**src/hdl/creditFifo.sv**
```systemverilog
module creditFifo #(
    parameter type payload_t = logic [7:0],
    parameter int DEPTH = 4
) (
    input  logic                         clk,
    input  logic                         rst,
    input  logic                         push,
    input  payload_t                     din,
    input  logic                         pop,
    output payload_t                     dout,
    output logic                         notEmpty,
    output logic                         credit,
    output logic [$clog2(DEPTH+1)-1:0]   freeSlots
);

    localparam int PTR_W = (DEPTH > 1) ? $clog2(DEPTH) : 1;
    localparam int CNT_W = $clog2(DEPTH + 1);

    payload_t slots [DEPTH];
    logic [PTR_W-1:0] wrPtr;
    logic [PTR_W-1:0] rdPtr;
    logic [CNT_W-1:0] count;
    logic doPop;

    function automatic logic [PTR_W-1:0] nextPtr(input logic [PTR_W-1:0] p);
        return (p == PTR_W'(DEPTH - 1)) ? '0 : p + 1'b1;
    endfunction

    assign notEmpty = count != '0;
    assign doPop = pop && notEmpty;  // popping an empty buffer is ignored
    assign dout = slots[rdPtr];
    assign freeSlots = CNT_W'(DEPTH) - count;

    always_ff @(posedge clk) begin
        if (rst) begin
            wrPtr <= '0;
            rdPtr <= '0;
            count <= '0;
            credit <= 1'b0;
        end else begin
            credit <= doPop;  // one credit back per freed slot
            if (push) begin
                wrPtr <= nextPtr(wrPtr);
            end
            if (doPop) begin
                rdPtr <= nextPtr(rdPtr);
            end
            count <= count + CNT_W'(push) - CNT_W'(doPop);
        end
    end

    always_ff @(posedge clk) begin
        if (push) begin
            slots[wrPtr] <= din;
        end
    end

    // sender pushed without holding a credit
    assert property (@(posedge clk) disable iff (rst) !(push && count == CNT_W'(DEPTH)))
        else $error("creditFifo: push while full");

endmodule

```
**config.mk**
```make
export PLATFORM = sky130hd
export DESIGN_NAME = creditFifo
export DESIGN_NICKNAME = d
export VERILOG_FILES = /design/src/hdl/creditFifo.sv
export SDC_FILE = /design/constraint.sdc
export NUM_CORES = 1
export LEC_CHECK = 0
export ABC_AREA = 1
export BUFFER_PORTS_ARGS = -buffer_cell sky130_fd_sc_hd__buf_2
export CAP_MARGIN = 10
export CELL_PAD_IN_SITES_DETAIL_PLACEMENT = 0
export CELL_PAD_IN_SITES_GLOBAL_PLACEMENT = 2
export CORE_UTILIZATION = 35
export DETAILED_ROUTE_END_ITERATION = 7
export PLACE_DENSITY_LB_ADDON = 0.1
export RECOVER_POWER = 50
export SLEW_MARGIN = 30
export SYNTH_ARGS = -nofsm -noshare
export SYNTH_HDL_FRONTEND = slang
export SYNTH_SLANG_ARGS = --single-unit
```
**constraint.sdc**
```tcl
create_clock -name clk -period 2.3 [get_ports clk]
set_input_delay 0.345 -clock clk [delete_from_list [all_inputs] [get_ports clk]]
set_output_delay 0.345 -clock clk [all_outputs]
set_load 0.01 [all_outputs]
```
=== Word-level counts from Yosys, hierarchy flattened ===
Memories as Yosys holds them, arrays and structs flattened. A register that Yosys moved wholly into a read port is not among the register bits.
Index checks and enable logic that the tools add are counted.

* Memories kept: 1
* Word-level logic and storage cells: 20
* Output and inout port bits: 13
* Bits in writable memories: 32
* Register bits: 8
* Input port bits: 12

{| class="wikitable"
|+ Memory list
! name !! words !! bits a word !! read ports !! clocked after Yosys merged registers in !! write ports !! line !! RTL
|-
| slots || 4 || 8 || 1 || 1 || 1 || 19 || <nowiki>payload_t slots [DEPTH];</nowiki>
|}

* Equality and inequality tests: 2
* Multiplexer cells: 6
* Reduce and logical (&&, ||, !) cells: 2
* $add $sub $neg: 5

{| class="wikitable"
|+ Operators with widths
! kind !! count
|-
| 2-to-1 mux 2 bit || 4
|-
| adder 2 x 1 -> 2 bit, second input constant || 2
|-
| equality test 2 bit, second input constant || 2
|-
| adder 3 x 1 -> 3 bit || 1
|-
| nonzero test 3 bit || 1
|-
| subtractor 3 x 1 -> 3 bit || 1
|-
| subtractor 3 bit, first input constant || 1
|-
| 2-to-1 mux 1 bit || 2
|-
| logical AND 1 bit || 1
|}

=== Longest topological paths before layout ===
* Word-level depth: 4
* Gate-level depth with buffers: 14
* Mapped depth without buffers: 14

=== Worst setup path before layout ===
No wires, ideal clock.

* Path kind: reg2reg
* Start: register count[1]
* End: register count[2]
* Cell stages (with the launch flop): 14
* Arrival time: 1.946 ns
* Path slack: 0.239 ns
* Required time: 2.185 ns
* Cells stage by stage: dfxtp_1 inv_1 ha_1 ha_1 inv_1 nand2_1 xor2_1 ha_1 inv_1 fa_1 inv_1 nand2_1 a21oi_1 nor2_1

* Longest elaborated chain between the ends: 3
* Elaborated cells on any way between the ends: 4
* Those cells by class: 2 x add/sub; 2 x reduce/logical

{| class="wikitable"
|+ Ends and longest elaborated chain
! element !! line !! RTL
|-
| from (decl) || 22 || <nowiki>logic [CNT_W-1:0] count;</nowiki>
|-
| from (signal assigned) || 48 || <nowiki>count <= count + CNT_W'(push) - CNT_W'(doPop);</nowiki>
|-
| nonzero test 3 bit || 29 || <nowiki>assign notEmpty = count != '0;</nowiki>
|-
| net notEmpty || 11 || <nowiki>output logic notEmpty,</nowiki>
|-
| logical AND 1 bit || 30 || <nowiki>assign doPop = pop && notEmpty;</nowiki>
|-
| subtractor 3 x 1 -> 3 bit || 48 ||
|}

The timed path passes the listed nets, and every way through them passes these cells.
A chain may end at the register's enable or synchronous reset.

=== Final worst setup path ===
* Start: register count[1]
* End: register count[2]

* Longest elaborated chain between the ends: 3
* Elaborated cells on any way between the ends: 4
* Those cells by class: 2 x add/sub; 2 x reduce/logical

{| class="wikitable"
|+ Ends and longest elaborated chain
! element !! line
|-
| branches (longest 2 deep; another with adder 3 x 1 -> 3 bit) || -
|-
| subtractor 3 x 1 -> 3 bit * || 48
|}

Every way passes the cells marked *.

==> qor.yml <==
cts_hold_buffers: 0
htree_levels: 2
fin_worst_skew_ns: 0.00219
swShare_pct: 34.0
clk_pin_slew_ns: 0.08
tns_ns: 0
min_path_type: "input port to flip-flop"
grt_max_degree: 33
grt_antenna_before_repair: 0
via_per_inst: 4.33
worstMarginPinSlew_ns: 0.609
power_density_mw_per_mm2: 1020
drive_gt1_share_pct: 13.3
pwr-share-comb_pct: 30.9
synthTopCellsByArea: "edfxtp_1, dfxtp_1, inv_1, ha_1, nand2_1"
clkPwrFrac_pct: 22.6
cts_tree: "done"
max_freq_ghz: 0.479
synth_cell_type_count: 16
wl_mm: 2.92
dpl.hpwl_mm: 2.03
crit_path_end_kind: "flip-flop"
die_y_um: 73.7
drt_iter0_markers: 30
path_class: "flip-flop to flip-flop"
num_rows: 25
initial_core_util_pct: 37.1
maxCapViolCount: 0
floorplan.die_area_mm2: 0.00543
synth_most_common_cell: "inv_1"
seqPwrFrac_pct: 46.5
seq_area_frac_synth_pct: 64.5
gp_congestion: 0.724
yosysWarningCount: 0
ys_top_cells_by_count: "inv_1, edfxtp_1, nand2_1, nor2_1"
netlist_area_mm2: 0.00180
start_kind: "flip-flop"
synth_ff_type: "edfxtp_1"
num_vias: 1104
period_share_pct: 90.8
intPower_w: 0.00137
path_max_fanout: 6
hold_viol: 0
die_x_um: 73.7
slew_headroom_pct: 59.3
syn_nets: 182
rsz0062_at_grt: "no"
insertedDiodeCount: 0
outcome: "complete, no violations"
power.total_w: 0.00207
critical_path_arrival_ns: 2.28
fin_nets: 208
cp.required_ns: 2.49
grt_pass1_vias: 1078
coreArea_mm2: 0.00485
synthDominantCellAreaShare_pct: 53.4
cts_sinks: 42
yosysTopAreaCell: "edfxtp_1"
ant_nets: 0
area_growth_pct: 12.9
finalSetupViolations: 0
grt_pass1_wl_mm: 4.77
leakage_nw: 0.857
cts_made_buffers: 5
syn_inst: 161
track_usage_pct: 12.2
portBuffers: 24
finalMaxSlewViolations: 0
avgRoutedWirePerCell_um: 11.5
ys_ff_latch: 42
syn_area_per_cell_um2: 11.2
switchingPower_w: 0.000704
overflow: 0
synthArstFlopShare_pct: 0
min_period_ns: 2.09
ir_drop_v: 0.000437
drc: 0
drt_first_pass_iters: 4
clkLatencyLatePin_ns: 0.29
synth_edf_count: 32
cts_root_buffer: "clkbuf_8"
ios: 25
ctsLongestPathBuffers: 2
cell usage in the layout, fill, tap and decap left out, drive strengths merged:
cell / count
inv: 33
edfxtp: 32
nand2: 24
nor2: 15
buf: 15
clkbuf: 15
o21ai: 12
dfxtp: 10
a21oi: 10
o211ai: 8
ha: 8
clkinv: 2
xor2: 1
nand3: 1
fa: 1
clkinvlp: 1
per-stage QoR:
stage | hold WS, ns | setup WS [ns] | area (µm²) | utilization (%) | std cells
global route | 0.253 | 0.0228 | 2030 | 41.9 | 255
detailed placement | 0.490 | 0.160 | 1950 | 40.2 | 247
finish | 0.252 | 0.211 | 2030 | 41.9 | 255
floorplan | 0.412 | 0.239 | 1800 | - | 161
global placement | 0.495 | 0.196 | 1950 | 40.2 | 247
CTS | 0.242 | 0.139 | 2040 | 42.1 | 255
what timing repair did:
| action | 4_1_cts | 5_1_grt |
|---|---|---|
| setup endpoints to repair | 0 | 1 |
| resized for setup | 0 | 1 |
| buffers inserted | 0 | 0 |
power by group through the flow:
| stage | clock network [W] | logic (W) | registers (W) |
|---|---|---|---|
| finish | 0.000468 | 0.000640 | 0.000962 |
| global placement | 0 | 0.000645 | 0.000979 |
| detailed placement | 0 | 0.000655 | 0.000982 |
| CTS | 0.000484 | 0.000657 | 0.000964 |
| global route | 0.000509 | 0.000761 | 0.000976 |
| floorplan | 0 | 0.000518 | 0.000954 |
sequential cells by signal, indices dropped and copies added, names as in the netlist, named ones only:
register	flops
count	3
slots	32
rdPtr	2
wrPtr	2
credit	1
final timing paths:
path / start / end / slack [ns] / cells after the start
max: count[1] / count[2] / 0.21 / 13
min: rst / count[0] / 0.25 / 2
min reg2reg: rdPtr[1] / rdPtr[1] / 0.50 / 2
max reg2reg: count[1] / count[2] / 0.21 / 13
layout make-up:
type | count | area [µm²]
Inverter | 33 | 124
Clock inverter | 3 | 21.3
Timing Repair Buffer | 25 | 115
Multi-Input combinational cell | 80 | 457
Sequential cell | 42 | 1160
Tap cell | 67 | 83.8
Clock buffer | 5 | 68.8
Fill cell | 479 | 2820
logic make-up after synthesis:
kind of cell	share of synthesized area, %
DFF	64.5
and+or+nand+nor	8.41
buffers and inverters	10.2
AOI/OAI and AO/OA	9.67
adders and majority gates	6.68
xor gates and xnor gates	0.487
routing by layer:
| metal | track usage [%] | vias to the layer above | routed length (µm) | part of all wire [%] |
|---|---|---|---|---|
| met5 | 0 | - | 0 | 0 |
| met4 | 5.13 | 0 | 20 | 0.68 |
| met3 | 4.12 | 2 | 122 | 4.2 |
| met2 | 20.9 | 16 | 1440 | 49 |
| met1 | 13.8 | 513 | 1340 | 46 |
| li1 | - | 573 | - | - |
worst max-delay path, stage by stage, from the launching register on:
cell and delay (ns):
dfxtp_1 0.38, inv_1 0.07, ha_1 0.18, ha_1 0.17, inv_1 0.07, nand2_2 0.09, xor2_1 0.16, ha_1 0.16
inv_1 0.05, fa_1 0.37, inv_1 0.06, nand2_1 0.06, a21oi_1 0.12, nor2_1 0.05
(Power assumes the default switching activity.)
