==> config.mk <==
export PLATFORM = sky130hd
export DESIGN_NAME = loadStoreUnit
export DESIGN_NICKNAME = d
export VERILOG_FILES = /design/src/hdl/lsuPkg.sv /design/src/hdl/loadStoreUnit.sv
export SDC_FILE = /design/constraint.sdc
export NUM_CORES = 1
export LEC_CHECK = 0
export BUFFER_PORTS_ARGS = -buffer_cell sky130_fd_sc_hd__buf_4
export CORE_MARGIN = 2
export CORE_UTILIZATION = 30
export CTS_CLUSTER_SIZE = 28
export DETAILED_ROUTE_END_ITERATION = 16
export GPL_TIMING_DRIVEN = 0
export SYNTH_ARGS = -nofsm -noshare
export SYNTH_HDL_FRONTEND = slang
export SYNTH_SLANG_ARGS = --single-unit
==> constraint.sdc <==
create_clock -name clk -period 4.82 [get_ports clk]
set_input_delay 0.964 -clock clk [delete_from_list [all_inputs] [get_ports clk]]
set_output_delay 0.964 -clock clk [all_outputs]
set_load 0.03 [all_outputs]
==> src/hdl/lsuPkg.sv <==
package lsuPkg;

    localparam logic [7:0] CSR_REGION = 8'hFF;  // top address byte of the CSR bank

    typedef enum logic [1:0] {
        SZ_BYTE = 2'd0,
        SZ_HALF = 2'd1,
        SZ_WORD = 2'd2
    } MemSize;

    typedef logic [5:0] Tag;

    // one operation as it arrives on the input channel
    typedef struct packed {
        logic        valid;
        logic        isStore;
        MemSize      size;
        logic        signExtend;
        logic [31:0] base;
        logic [31:0] offset;
        logic [31:0] storeData;
        Tag          tagDst;
    } MemOp;

    typedef struct packed {
        logic        valid;
        logic [31:0] addr;
        MemSize      size;
        logic [1:0]  shamt;       // byte offset inside the word
        logic        signExtend;
        Tag          tagDst;
        logic [31:0] data;        // forwarded bytes
        logic [3:0]  wmask;       // which forwarded bytes are valid
    } AGU_UOp;

    typedef struct packed {
        logic        valid;
        logic [31:0] addr;
        logic [31:0] data;        // already in word lanes
        logic [3:0]  wmask;
    } ST_UOp;

    typedef struct packed {
        logic        valid;
        Tag          tagDst;
        logic [31:0] result;
    } RES_UOp;

endpackage

==> src/hdl/loadStoreUnit.sv <==
module loadStoreUnit import lsuPkg::*; #(
    parameter int RES_DEPTH = 4
) (
    input  logic                              clk,
    input  logic                              rst,
    input  AGU_UOp                            ldUop,
    output logic                              ready,
    input  logic [$clog2(RES_DEPTH+1)-1:0]    resFree,
    output logic                              memRe,
    output logic [29:0]                       memReadAddr,
    input  logic [31:0]                       memReadData,
    input  logic [31:0]                       csrReadData,
    input  logic [3:0]                        lookupMask,
    input  logic [31:0]                       lookupData,
    output RES_UOp                            resUop
);

    localparam int FREE_W = $clog2(RES_DEPTH + 1);

    AGU_UOp stage0;
    AGU_UOp stage1;
    AGU_UOp fwdUop;
    logic stage1Csr;
    logic bypass;
    logic [FREE_W-1:0] inFlight;
    logic [31:0] fillData;
    logic [31:0] merged;
    logic [7:0] byteVal;
    logic [15:0] halfVal;
    logic [31:0] result;

    always_comb begin
        fwdUop = ldUop;
        fwdUop.data = lookupData;
        fwdUop.wmask = lookupMask;
    end

    // all four bytes forwarded and nothing older waiting for memory
    assign bypass = ldUop.valid && lookupMask == 4'b1111 && !stage0.valid;

    // stage 0 always moves on, so only the result FIFO can hold loads back
    assign inFlight = FREE_W'(ldUop.valid) + FREE_W'(stage0.valid) + FREE_W'(stage1.valid);
    assign ready = resFree > inFlight;

    assign memRe = stage0.valid;
    assign memReadAddr = stage0.addr[31:2];

    always_ff @(posedge clk) begin
        if (rst) begin
            stage0.valid <= 1'b0;
            stage1.valid <= 1'b0;
        end else begin
            stage0.valid <= 1'b0;
            stage1.valid <= 1'b0;
            if (stage0.valid) begin
                stage1 <= stage0;
                stage1Csr <= stage0.addr[31:24] == CSR_REGION;
            end
            if (ldUop.valid) begin
                if (bypass) begin
                    stage1 <= fwdUop;
                    stage1Csr <= 1'b0;  // every byte comes from the store queue
                end else begin
                    stage0 <= fwdUop;
                end
            end
        end
    end

    always_comb begin
        fillData = stage1Csr ? csrReadData : memReadData;
        for (int b = 0; b < 4; b++) begin
            merged[8*b +: 8] = stage1.wmask[b] ? stage1.data[8*b +: 8] : fillData[8*b +: 8];
        end
        byteVal = merged[{stage1.shamt, 3'b000} +: 8];
        halfVal = stage1.shamt[1] ? merged[31:16] : merged[15:0];
        case (stage1.size)
            SZ_BYTE: result = {{24{stage1.signExtend & byteVal[7]}}, byteVal};
            SZ_HALF: result = {{16{stage1.signExtend & halfVal[15]}}, halfVal};
            default: result = merged;
        endcase
    end

    always_comb begin
        resUop.valid = stage1.valid;
        resUop.tagDst = stage1.tagDst;
        resUop.result = result;
    end

    // the load leaving stage 0 is the one found in stage 1 next cycle
    assert property (@(posedge clk) disable iff (rst)
        stage0.valid |=> stage1.valid && stage1.tagDst == $past(stage0.tagDst))
        else $error("loadStoreUnit: two loads entered stage 1");

endmodule

After elaboration in Yosys (flattened, before gate mapping). Index checks and enable logic that the tools add are counted.

Flip-flop bits (word level): 161. Output and inout port bits: 71. Logic and storage cells: 49.

Equal/unequal tests: 3. Add/subtract/negate cells: 2. Bitwise logic cells: 5. Shift operators: 1. Order comparisons: 1. Reduce and logical (&&, ||, !) cells: 6. Multiplexer cells: 14.

Operators by type and width (count): $mux 80 (4); $pmux 32 s2 (1); $mux 32 (1); $mux 8 (4); $shiftx 32x6->8 (1); $mux 16 (1); $eq 8x8->1 const B (1); $eq 4x4->1 const B (1); $add 2x1->3 (1); $gt 3x3->1 (1); $mux 1 (3); $not 1->1 (3); $reduce_and 3->1 (1); $add 1x1->2 (1); $and 1x1->1 (2); $eq 2x1->1 const B (1); $logic_and 1x1->1 (2); $logic_not 2->1 (1); $reduce_or 2->1 (1); $logic_not 1->1 (1).

Logic depth before layout (Yosys ltp).
Word-level depth: 5. Depth in mapped cells: 7. Gate-level depth less buffers: 6.

Worst setup path before layout. Ideal clock, no wire load.

Kind: input -> register. Start point: input rst. End point: register stage0 (netlist bit memReadAddr[0]) (enable). Required time: 4374 ps. Buffers on the path: 0. Library setup time: 446 ps. Arrival: 4007 ps. Stages: 2. Slack: 367 ps. Cell sequence: inv_1 -> o311a_1.

Word-level cells in the longest chain between the ends: 2.

Ends and longest elaborated chain: start, declared (RTL line loadStoreUnit.sv:5) `input logic rst,`; $not 1->1 (no line); $reduce_and 3->1 (no line); end signal, assigned (RTL line loadStoreUnit.sv:64) `stage0 <= fwdUop;`; end, declared (RTL line loadStoreUnit.sv:20) `AGU_UOp stage0;`.

Every way passes these cells. A chain may end at the register's enable or synchronous reset.

==> flow_summary.toml <==
[status]
status = "finished clean"

[cells_and_area]
final_area_sq_um = 9550
regArea_sq_um = 3790
multiInputGateArea_sq_um = 2510
syn_to_final_growth_pct = 38.7
antenna_cells = 0
layoutNonFillerInstCount = 1147
fill_cells = 2213
drive_gt1_share_pct = 37.1
finish.utilization_pct = 42.3
fin_nets = 1038

[timing]
setup_viol = 0
rsz0062_at_grt = "false"
post-route-period-util_pct = 76.1
slew_violations = 0
fin_skew_ns = 0.00721
post-route-min-period_ns = 3.67
max_freq_mhz = 273
tightest_slew_ns = 0.812
relSlewSlack_pct = 45.7
final_hold_viol_count = 0

[logic_synthesis]
async_reset_ff_share_pct = 0
netlist_top_cells_area = "edfxtp_1, mux2i_1, o21ai_0"
yosysSeqAreaShare_pct = 55.1
synth_seq_cells = 127
syn_area_per_cell_sq_um = 11.2
ys.flop_type = "edfxtp_1"
synth.distinct_cells = 46
syn_inst = 612
syn_nets = 800
synth_top_area_share_pct = 54.5
netlist_area_sq_um = 6880
ys_warn_count = 0
synth_edf_count = 125
yosysTopAreaCell = "edfxtp_1"

[floorplan]
die_x_um = 155
io_pins = 256
start_util_pct = 30.5
die_h_um = 155
coreArea_sq_um = 22600
die_area_sq_um = 24200
num_rows = 55

[hold_path]
hold_depth = 2
worstHoldPathType = "flop to flop"
hp-start = "stage0[43]$_DFFE_PP_"
hold_end = "stage1[43]$_DFFE_PN_"

[worst_setup_path]
rr_startpoint = "memRe$_SDFF_PP0_"
critical_path_arrival_ns = 2.70
crit_fanout = 10
r2r_cells = 4
critPathKind = "flop to primary output"
critPathLaunchType = "flop"
required_ns = 3.86
crit_path_end_kind = "primary output"
rrSetupSlack_ns = 2.35
r2r_end = "memReadAddr[25]$_DFFE_PP_"

[placement]
post-place-cells = 1116
dpl.hpwl_um = 17000
routabilityCongestion = 0.904
place_area_sq_um = 8930
io_buffers = 217

[cts]
numCtsBuffers = 17
ctsResizeCount = 0
clk_pin_slew_ns = 0.06
cts_hold_buf = 0
insertion_delay_ns = 0.42
cts.sinks = 127
cts_buffer_depth = 2
htree_levels = 4
post_cts_buffers = 0
root_buffer = "clkbuf_16"
cts_tree = "yes"

[global_routing]
antenna_found_initial = 0
first_global_vias = 5667
grt_overflow = 0
grt_pass1_wl_um = 33000
grt_usage_pct = 18.4
grt_max_degree = 54

[job]
drv_cap = 0

[detailed_routing]
ant_nets = 0
avgViaCountPerCell = 4.91
routedWlPerCell_um = 19.4
vias = 5630
drc = 0
drt_iter0_drc = 421
wirelength_um = 22200
firstDrtPassIters = 5

[power]
power_leakage_uw = 0.00379
vdd_drop_max_mv = 0.282
fin_total_pwr_uw = 3470
power_density_nw_per_um2 = 364
[kinds of logic (layout without fill, tap and decap cells)]
kind of cell / Yosys count / count (layout) / share of synthesized area (%)
simple gates: 167 / 167 / 11.1
compound gates: 147 / 147 / 13.3
flops: 127 / 127 / 55.1
buf+inv: 92 / 342 / 8.65
mux: 76 / 76 / 11.1
fa+ha+maj: 3 / 3 / 0.654
[stage by stage]
step / worst slack [ns] / hold WS [ns] / TNS [ns]
2_1_floorplan: 0.367 / 0.496 / 0
3_3_place_gp: -1.46 / 0.502 / -112.38
3_5_place_dp: 1.23 / 0.512 / 0
4_1_cts: 1.18 / 0.523 / 0
5_1_grt: 1.11 / 0.554 / 0
6_report: 1.15 / 0.519 / 0
[synthesized netlist by cell type (2+ instances only)]
cell type / number
dfxtp_1: 2
mux2_2: 2
a21oi_1: 16
o2111ai_2: 2
a211oi_1: 19
nand2_1: 98
o2111ai_1: 2
buf_6: 5
buf_12: 3
a311oi_1: 5
nand2b_1: 5
a211o_1: 2
clkbuf_2: 2
nor2b_1: 16
o21ai_0: 74
inv_1: 10
o311a_1: 2
mux2i_1: 73
o21ai_1: 4
buf_2: 9
o211a_1: 2
a211oi_2: 2
edfxtp_1: 125
buf_4: 40
ha_1: 2
nor2_1: 18
nand4_1: 23
clkbuf_1: 21
o211ai_1: 11
[sequential cells by signal, indices dropped and copies added (netlist names)]
register     count
memRe            1
memReadAddr     30
resUop           7
stage0          47
stage1          41
stage1Csr        1
[worst max path at each step]
stage / startpoint / to / slack (ns) / depth (start not counted)
CTS: stage1Csr$_DFFE_PN_ / resUop[0] / 1.18 / 8
global placement: rst / stage0[30]$_DFFE_PP_ / -1.46 / 3
detailed placement: csrReadData[31] / resUop[17] / 1.23 / 7
global route: stage1Csr$_DFFE_PN_ / resUop[1] / 1.11 / 8
floorplan: rst / memReadAddr[0]$_DFFE_PP_ / 0.37 / 2
finish: stage1Csr$_DFFE_PN_ / resUop[0] / 1.15 / 8
[cell type report]
type | instances | area share (%)
timing repair buffer | 219 | 17.6
tap | 285 | 3.74
clock inverter | 14 | 2.02
inverter | 11 | 0.433
buffer | 81 | 5.81
sequential | 127 | 39.7
clock buffer | 17 | 4.46
multi-input combinational | 393 | 26.3
[layout by cell type (no fill, tap or decap), types with 11 or more instances in the layout]
cell type / netlist / final
nor2b_1: 16 / 16
a21oi_1: 16 / 16
mux2i_1: 73 / 73
o211ai_1: 11 / 11
clkbuf_16: 0 / 17
a211oi_1: 19 / 19
edfxtp_1: 125 / 125
nor2_1: 18 / 18
o21ai_0: 74 / 74
clkbuf_1: 21 / 21
nand4_1: 23 / 23
nand2_1: 98 / 98
buf_4: 40 / 257
[where the power goes]
part / internal [uW] / switching [uW] / total [uW]
registers: 1310 / 39.7 / 1350
logic: 315 / 451 / 766
clock network: 861 / 489 / 1350
total: 2490 / 980 / 3470
[metal layers]
layer  track usage [%]  wire [um]  vias to the layer above
met2              28.6      10100                      265
met5                 0          0                        -
met1              23.6       9440                     2622
met3              6.74       2340                       24
li1                  -          -                     2719
met4              6.51        404                        0
[critical path: stages (launching register included)]
cell	delay, ns
edfxtp_1	0.38
buf_6	0.17
buf_12	0.16
buf_12	0.16
mux2i_1	0.18
o21ai_0	0.51
o32ai_1	0.19
a22oi_1	0.32
buf_4	0.23
No activity file was read; power rests on OpenSTA's default activity.
