**src/hdl/lsuPkg.sv**
```systemverilog
package lsuPkg;

    localparam logic [7:0] CSR_REGION = 8'hFF;  // top address byte of the CSR bank

    typedef enum logic [1:0] {
        SZ_BYTE = 2'd0,
        SZ_HALF = 2'd1,
        SZ_WORD = 2'd2
    } MemSize;

    typedef logic [5:0] Tag;

    // one operation as it arrives on the input channel
    typedef struct packed {
        logic        valid;
        logic        isStore;
        MemSize      size;
        logic        signExtend;
        logic [31:0] base;
        logic [31:0] offset;
        logic [31:0] storeData;
        Tag          tagDst;
    } MemOp;

    typedef struct packed {
        logic        valid;
        logic [31:0] addr;
        MemSize      size;
        logic [1:0]  shamt;       // byte offset inside the word
        logic        signExtend;
        Tag          tagDst;
        logic [31:0] data;        // forwarded bytes
        logic [3:0]  wmask;       // which forwarded bytes are valid
    } AGU_UOp;

    typedef struct packed {
        logic        valid;
        logic [31:0] addr;
        logic [31:0] data;        // already in word lanes
        logic [3:0]  wmask;
    } ST_UOp;

    typedef struct packed {
        logic        valid;
        Tag          tagDst;
        logic [31:0] result;
    } RES_UOp;

endpackage

```
**src/hdl/memOpDecode.sv**
```systemverilog
module memOpDecode import lsuPkg::*; (
    input  logic   clk,
    input  logic   rst,
    input  MemOp   op,
    input  logic   opValid,
    output logic   pop,
    input  logic   sqFull,
    input  logic   ldReady,
    output ST_UOp  stUop,
    output AGU_UOp ldUop
);

    logic [31:0] addr;
    logic [1:0]  shamt;
    logic [3:0]  sizeMask;
    logic        canIssue;

    always_comb begin
        addr = op.base + op.offset;
        shamt = addr[1:0];
        case (op.size)
            SZ_BYTE: sizeMask = 4'b0001;
            SZ_HALF: sizeMask = 4'b0011;
            default: sizeMask = 4'b1111;
        endcase
        canIssue = op.isStore ? !sqFull : ldReady;  // hold the op until its target can take it
    end

    assign pop = opValid && canIssue;

    always_ff @(posedge clk) begin
        if (rst) begin
            stUop.valid <= 1'b0;
            ldUop.valid <= 1'b0;
        end else begin
            stUop.valid <= pop && op.isStore;
            ldUop.valid <= pop && !op.isStore;
            if (pop && op.isStore) begin
                stUop.addr <= addr;
                stUop.data <= op.storeData << {shamt, 3'b000};  // move into its lanes
                stUop.wmask <= sizeMask << shamt;
            end
            if (pop && !op.isStore) begin
                ldUop.addr <= addr;
                ldUop.size <= op.size;
                ldUop.shamt <= shamt;
                ldUop.signExtend <= op.signExtend;
                ldUop.tagDst <= op.tagDst;
                ldUop.data <= '0;  // forwarding is merged in the load unit
                ldUop.wmask <= '0;
            end
        end
    end

endmodule

```
**config.mk**
```make
export PLATFORM = sky130hd
export DESIGN_NAME = memOpDecode
export DESIGN_NICKNAME = d
export VERILOG_FILES = /design/src/hdl/lsuPkg.sv /design/src/hdl/memOpDecode.sv
export SDC_FILE = /design/constraint.sdc
export NUM_CORES = 1
export LEC_CHECK = 0
export BUFFER_PORTS_ARGS = -buffer_cell sky130_fd_sc_hd__buf_2
export CAP_MARGIN = 40
export CELL_PAD_IN_SITES_DETAIL_PLACEMENT = 0
export CELL_PAD_IN_SITES_GLOBAL_PLACEMENT = 1
export CORE_AREA = 2 2 113 169
export CTS_CLUSTER_SIZE = 12
export DETAILED_ROUTE_END_ITERATION = 10
export DIE_AREA = 0 0 115 171
export GPL_ROUTABILITY_DRIVEN = 0
export PLACE_DENSITY = 0.75
export SLEW_MARGIN = 20
export SYNTH_ARGS = -nofsm -noshare
export SYNTH_HDL_FRONTEND = slang
export SYNTH_SLANG_ARGS = --single-unit
```
**constraint.sdc**
```tcl
create_clock -name clk -period 7.5 [get_ports clk]
set_input_delay 0 -clock clk [delete_from_list [all_inputs] [get_ports clk]]
set_output_delay 0 -clock clk [all_outputs]
set_load 0.01 [all_outputs]
```
== Yosys cells after proc, flatten, opt, wreduce, memory -nomap -nowiden ==
Index checks and enable logic that the tools add are counted.
Word-level totals
  bits in registers: 113
  input port bits: 112
  output and inout bits: 150
  word-level logic and storage cells: 25
Cells by class
  add/subtract/negate cells: 1
  equality and inequality tests: 1
  shift operators: 2
  multiplexer cells: 2
  bitwise gates (word level): 1
  reduce and logical (&&, ||, !) cells: 8
Operators by type and width (count)
  $add 32x32->32: 1
  $shl 32x5->32: 1
  $pmux 4 s2: 1
  $reduce_and 2->1: 2
  $shl 4x2->4: 1
  $logic_and 1x1->1: 3
  $eq 2x1->1 const B: 1
  $logic_not 1->1: 2
  $logic_not 2->1: 1
  $mux 1: 1
  $not 1->1: 1

== Longest topological paths before layout ==
Gate-level depths: netlist (run 1).
  depth in word-level cells: 5
  mapped depth: 9
  mapped depth without buffers: 9

== Least setup slack after synthesis (run 1) ==
Ideal clock, no wire load.
  path kind: in2reg
  start: input port rst
  end: register stUop[0] in the netlist's numbering, enable pin
  setup time: 0.665 ns
  arrival: 6.555 ns
  data required time: 6.835 ns
  slack: 0.280 ns
  stages: 1
  path buffers: 0
  cells stage by stage: nor4bb_1
Between the ends
  longest elaborated chain between the ends: 2
RTL lines
  from (decl): RTL line memOpDecode.sv:3  | input logic rst,
  $not 1->1 (no source line)
  $reduce_and 2->1 (no source line)
  to (decl): RTL line memOpDecode.sv:9  | output ST_UOp stUop,
No other way between the ends.
A chain may end at the register's enable or synchronous reset.

== Final worst setup path (run 1) ==
  start: input port op[38] in the netlist's numbering
  end: register ldUop[69] in the netlist's numbering (data pin)
Between the ends
  longest elaborated chain between the ends: 1
RTL lines
  from (decl): RTL line memOpDecode.sv:4  | input MemOp op,
  $add 32x32->32: RTL line memOpDecode.sv:19  | addr = op.base + op.offset;
  net addr[22]: RTL line memOpDecode.sv:13  | logic [31:0] addr;
  to (decl): RTL line memOpDecode.sv:10  | output AGU_UOp ldUop
The timed path passes the listed nets, and every way through them passes these cells.

==> impl_metrics.py, run 1 <==
metrics = {
    "outcome": {
        "status": "completed",
    },
    "sta": {
        "setup_viol_count_final": 0,
        "fmax_mhz": 455,
        "period_share_pct": 29.3,
        "setup_ws_ns": 5.30,
        "hold_ws_ns": 0.0416,
        "grt_setup_unrepaired": "no",
        "hold_violations": 0,
        "drv_slew": 0,
        "worst_pin_slew_ns": 0.764,
        "period_needed_ns": 2.20,
        "fin_setup_tns_ns": 0,
        "relSlewSlack_pct": 49.1,
    },
    "route": {
        "routed-wl-met2_um": 8190,
        "wl_per_cell_um": 15.8,
        "drt-pass1-iter-count": 4,
        "drc": 0,
        "wl_um": 15100,
        "viasPerCell": 4.75,
        "wl_met1_um": 5720,
        "vias": 4561,
        "drtIter0Drc": 229,
        "top_layer": "met4",
        "ant_nets": 0,
        "routed-wl-met3_um": 803,
    },
    "place": {
        "pre_cts_slack_ns": 4.96,
        "port_buffers": 224,
        "dp.cells": 914,
        "dp_hpwl_um": 11700,
    },
    "floorplanning": {
        "core_area_um2": 18300,
        "num_rows": 61,
        "die-height_um": 171,
        "io-pin-count": 262,
        "start_util_pct": 32.2,
        "die-area_um2": 19700,
        "die_w_um": 115,
    },
    "setup_path": {
        "max_stage_delay_ns": 0.40,
        "slowest_stage": "fa_1",
        "cp.arrival_ns": 2.27,
        "cp-start-kind": "input pin",
        "required_ns": 7.57,
        "crit_top_cell": "a31oi_1",
        "cp-end-kind": "flop",
        "crit_type": "input pin to flop",
        "path_max_fanout": 4,
        "cp_cell_sequence": "buf_2, ha_1, fa_1, a21o_2, a31oi_1, o221a_2, o21ai_4, a41o_1, a31oi_1, xnor2_1",
        "cp.buffers_inverters": 1,
        "cp_top_family": "compound AO/OA/AOI/OAI gates",
    },
    "cells_and_area": {
        "ff_latch_area_um2": 3310,
        "final_common_cell": "buf_2",
        "syn2layout_area_growth_pct": 31.1,
        "final_cells": 960,
        "final_core_util_pct": 42.2,
        "fillCellCount": 1772,
        "multi_input_area_um2": 2370,
        "num-nets-final": 878,
        "final_cell_mix": "buf_2, edfxtp_1, a21oi_1, conb_1, ha_1",
        "final_layout_size_suffix_gt1_share_pct": 34.6,
    },
    "yosys": {
        "yosysWarnings": 0,
        "yosysSeqAreaShare_pct": 56.1,
        "syn_area_um2": 5900,
        "ys.flop_type": "edfxtp_1",
        "yosysTopAreaCellShare_pct": 55.5,
        "synth-xor-area-share_pct": 4.16,
        "synth_compound_area_share_pct": 15.1,
        "synth_top_cell_by_area": "edfxtp_1",
        "ys_async_sr_fraction_pct": 0,
        "synth_cells": 484,
        "ys_types": 52,
        "synthSimpleGateAreaFrac_pct": 8.37,
        "synth-adder-area-share_pct": 6.91,
        "synth_mux_area_share_pct": 2.88,
        "ys_seq_elements": 111,
        "ys_top_cells_by_area": "edfxtp_1, ha_1, buf_4, a21oi_1, mux2i_1",
        "synth_edf_count": 109,
        "synth_top_family_by_area": "compound AO/OA/AOI/OAI gates",
        "avgSynthCellArea_um2": 12.2,
    },
    "cts": {
        "tritoncts": "yes",
        "htreeDepth": 3,
        "clk_pin_slew_ns": 0.07,
        "postCtsSetupBuffers": 0,
        "clockRootBuffer": "clkbuf_16",
        "cts.sinks": 111,
        "cts_made_buffers": 9,
        "clockBufferDepth": 2,
    },
    "global_route": {
        "overflow": 0,
        "antenna_found_initial": 1,
        "grt_start_max_net_pins": 58,
        "grt_pass1_vias": 4420,
        "grt_pass1_wl_um": 22500,
        "grt_util_all_layers_pct": 14.9,
    },
    "hold_path": {
        "hold_path.class": "input pin to flop",
    },
    "flow_run": {
        "cap_violations": 0,
    },
    "power": {
        "p_leak_nw": 3.31,
        "power_density_nw_per_um2": 196,
        "vdd_drop_max_v": 0.000101,
    },
}
==> cell families after synthesis <==
| group | count (synthesis) |
|---|---|
| buffers and inverters | 63 |
| other | 1 |
| AOI/OAI and AO/OA | 132 |
| xor gates and xnor gates | 28 |
| muxes | 17 |
| adders and majority gates | 32 |
| and+or+nand+nor | 100 |
| DFF | 111 |
==> worst paths after layout <==
path | startpoint | end | slack (ns) | cells after the start
setup / recovery | op[38] | ldUop[69]$_DFFE_PP_ | 5.30 | 10
hold / removal | op[29] | stUop[27]$_DFFE_PP_ | 0.04 | 3
==> what timing repair did <==
action,in CTS,in global routing
resized for setup,0,0
hold endpoints to repair,33,0
hold buffers,29,0
==> Yosys cell counts, types with 9 or more instances <==
| cell type | count |
|---|---|
| xor2_1 | 9 |
| a21o_1 | 18 |
| mux2i_1 | 17 |
| xnor2_1 | 19 |
| ha_1 | 31 |
| nor2b_1 | 9 |
| nand2_1 | 29 |
| clkbuf_1 | 14 |
| and2_1 | 9 |
| buf_4 | 38 |
| a211oi_1 | 12 |
| a21oi_1 | 42 |
| nor2_1 | 26 |
| o21ai_0 | 19 |
| edfxtp_1 | 109 |
==> sequential cells by signal (all words and copies together) (netlist names) <==
signal  flops
stUop      69
ldUop      42
==> routing by layer <==
layer	vias to the layer above	global-route usage (%)
li1	2243	-
met5	-	0
met3	25	2.09
met4	0	6.55
met2	176	28.8
met1	2117	15.5
==> final cells by class <==
cell class	count	area share [%]
sequential	111	42.8
multi-input combinational	345	30.7
timing repair buffer	259	19.0
tap	220	3.56
clock buffer	10	2.96
clock inverter	6	0.599
inverter	8	0.388
antenna	1	0.0324
==> power by group <==
| part | total (mW) | switching [mW] | leakage (nW) | internal, mW |
|---|---|---|---|---|
| Clock | 0.445 | 0.218 | 0.131 | 0.227 |
| Sequential | 0.735 | 0.00476 | 0.982 | 0.730 |
| Combinational | 0.334 | 0.195 | 2.20 | 0.139 |
==> metrics by stage <==
stage	total power, mW	cell area [um2]
detailed placement	1.08	7170
finish	1.51	7730
global placement	1.07	7140
floorplan	0.978	6030
CTS	1.53	7730
global route	1.59	7730
Note: power is estimated with default switching activity, not from simulation.
==> inputs of run 2 (changes only) <==
--- a/config.mk
+++ b/config.mk
@@ -9,12 +9,12 @@
 export CAP_MARGIN = 40
 export CELL_PAD_IN_SITES_DETAIL_PLACEMENT = 0
 export CELL_PAD_IN_SITES_GLOBAL_PLACEMENT = 1
-export CORE_AREA = 2 2 113 169
+export CORE_AREA = 2 2 108 162
 export CTS_CLUSTER_SIZE = 12
 export DETAILED_ROUTE_END_ITERATION = 10
-export DIE_AREA = 0 0 115 171
+export DIE_AREA = 0 0 110 164
 export GPL_ROUTABILITY_DRIVEN = 0
-export PLACE_DENSITY = 0.75
+export PLACE_DENSITY = 0.78
 export SLEW_MARGIN = 20
 export SYNTH_ARGS = -nofsm -noshare
 export SYNTH_HDL_FRONTEND = slang
==> constraint.sdc (replaced) <==
create_clock -name clk -period 2.12 [get_ports clk]
set_input_delay 0 -clock clk [delete_from_list [all_inputs] [get_ports clk]]
set_output_delay 0 -clock clk [all_outputs]
set_load 0.01 [all_outputs]
==> run 2 against run 1 <==
  * First-iteration DRC count down 5.7%
  * Core utilization increased by 5.9 points
  * Critical path depth down 1
  * Sequential cell count unchanged
  * Combinational power increased to 3.9 times the previous value
  * Global-route usage up 2.4 points
  * Sequential power increased to 3.6 times the previous value
  * Cell area grew 3.4%
  * Worst hold slack got worse by 0.026 ns
  * Die area is 8.3% lower
  * Non-clock buffer count grew 30
  * Critical endpoint is now ldUop[75]$_DFFE_PP_
  * Largest cell class unchanged
==> impl_metrics.py, run 2 (same netlist as run 1, synthesis figures left out) <==
metrics = {
    "global_route": {
        "grt_start_max_net_pins": 69,
        "overflow": 0,
        "grt_util_all_layers_pct": 17.2,
        "grt_pass1_wl_um": 23400,
        "antenna_found_initial": 0,
        "grt_pass1_vias": 4622,
    },
    "setup_path": {
        "cp_cell_sequence": "buf_2, ha_1, fa_2, a21o_2, a31oi_2, o221a_2, o21ai_4, a41o_1, o311a_1",
        "cp-start-kind": "input pin",
        "slowest_stage": "fa_2",
        "crit_type": "input pin to flop",
        "cp.arrival_ns": 2.09,
        "max_stage_delay_ns": 0.36,
        "required_ns": 2.21,
        "cp_top_family": "compound AO/OA/AOI/OAI gates",
        "cp-end-kind": "flop",
        "path_max_fanout": 4,
        "cp.buffers_inverters": 1,
    },
    "route": {
        "drt-pass1-iter-count": 4,
        "routed-wl-met2_um": 8890,
        "wl_um": 16100,
        "top_layer": "met4",
        "wl_per_cell_um": 16.5,
        "ant_nets": 0,
        "drtIter0Drc": 216,
        "routed-wl-met3_um": 1010,
        "vias": 4761,
        "drc": 0,
        "wl_met1_um": 6020,
        "viasPerCell": 4.86,
    },
    "floorplanning": {
        "start_util_pct": 35.5,
        "die-height_um": 164,
        "num_rows": 58,
        "io-pin-count": 262,
        "die-area_um2": 18000,
        "die_w_um": 110,
        "core_area_um2": 16600,
    },
    "cells_and_area": {
        "biggestRegsByFlops": "stUop: 69 flops, ldUop: 42 flops",
        "final_common_cell": "buf_2",
        "syn2layout_area_growth_pct": 35.6,
        "regMostFlops": "stUop",
        "antenna_cells": 0,
        "final_cell_mix": "buf_2, edfxtp_1, a21oi_1, buf_4, conb_1",
        "largest_reg_flops": 69,
        "num-nets-final": 908,
        "final_layout_size_suffix_gt1_share_pct": 38.1,
    },
    "sta": {
        "hold_ws_ns": 0.0154,
        "grt_setup_unrepaired": "no",
        "drv_slew": 0,
        "period_share_pct": 94.6,
        "fmax_mhz": 499,
        "setup_viol_count_final": 0,
        "hold_violations": 0,
        "fin_setup_tns_ns": 0,
        "worst_pin_slew_ns": 0.654,
        "relSlewSlack_pct": 56.3,
        "period_needed_ns": 2.00,
    },
    "outcome": {
        "status": "completed",
    },
    "power": {
        "p_leak_nw": 3.48,
        "p_total_mw": 5.61,
        "vdd_drop_max_v": 0.000316,
        "power_density_nw_per_um2": 701,
    },
    "place": {
        "port_buffers": 224,
        "dp_hpwl_um": 12600,
    },
    "cts": {
        "cts_made_buffers": 9,
        "cts.sinks": 111,
        "clockBufferDepth": 2,
        "clk_pin_slew_ns": 0.07,
        "postCtsSetupBuffers": 0,
        "clockRootBuffer": "clkbuf_16",
        "htreeDepth": 3,
        "tritoncts": "yes",
    },
    "hold_path": {
        "hold_path.class": "input pin to flop",
    },
    "flow_run": {
        "cap_violations": 0,
    },
}
[run 2: layer usage]
metal | vias up | track usage, %
met5 | - | 0
met4 | 0 | 5.01
met3 | 13 | 2.78
met2 | 209 | 33.7
met1 | 2239 | 18.4
li1 | 2300 | -
[run 2: stage by stage]
step | util, % | setup slack [ns] | area, um2 | cells
2_1_floorplan | - | -0.609 | 6070 | 519
3_3_place_gp | 44.8 | -0.213 | 7440 | 938
3_5_place_dp | 44.8 | -0.275 | 7440 | 938
4_1_cts | 48.0 | 0.0854 | 7980 | 978
5_1_grt | 48.1 | 0.0332 | 8000 | 979
6_report | 48.1 | 0.115 | 8000 | 979
[run 2: worst paths after layout]
path	from	depth (start not counted)	slack, ns	endpoint
min	op[9]	2	0.02	stUop[7]$_SDFFCE_PP0P_
max	op[38]	9	0.12	ldUop[75]$_DFFE_PP_
[run 2: what timing repair did]
item,4_1_cts,5_1_grt
hold buffers,24,1
setup endpoints to repair,0,6
resized for setup,0,2
hold endpoints to repair,23,1
[run 2: report_power, final]
group | total, mW | internal (mW) | switching (mW)
logic | 1.31 | 0.585 | 0.725
registers | 2.61 | 2.58 | 0.0245
clock network | 1.69 | 0.933 | 0.760
total | 5.61 | 4.10 | 1.51
[run 2: layout make-up]
class,instances,area (um2)
flip-flops and latches,111,3310
repair buffers,289,1710
clock buffers,11,233
fillers,1539,8620
clock inverters,5,67.6
well taps,210,263
inverters,8,30.0
multi-input cells,345,2390
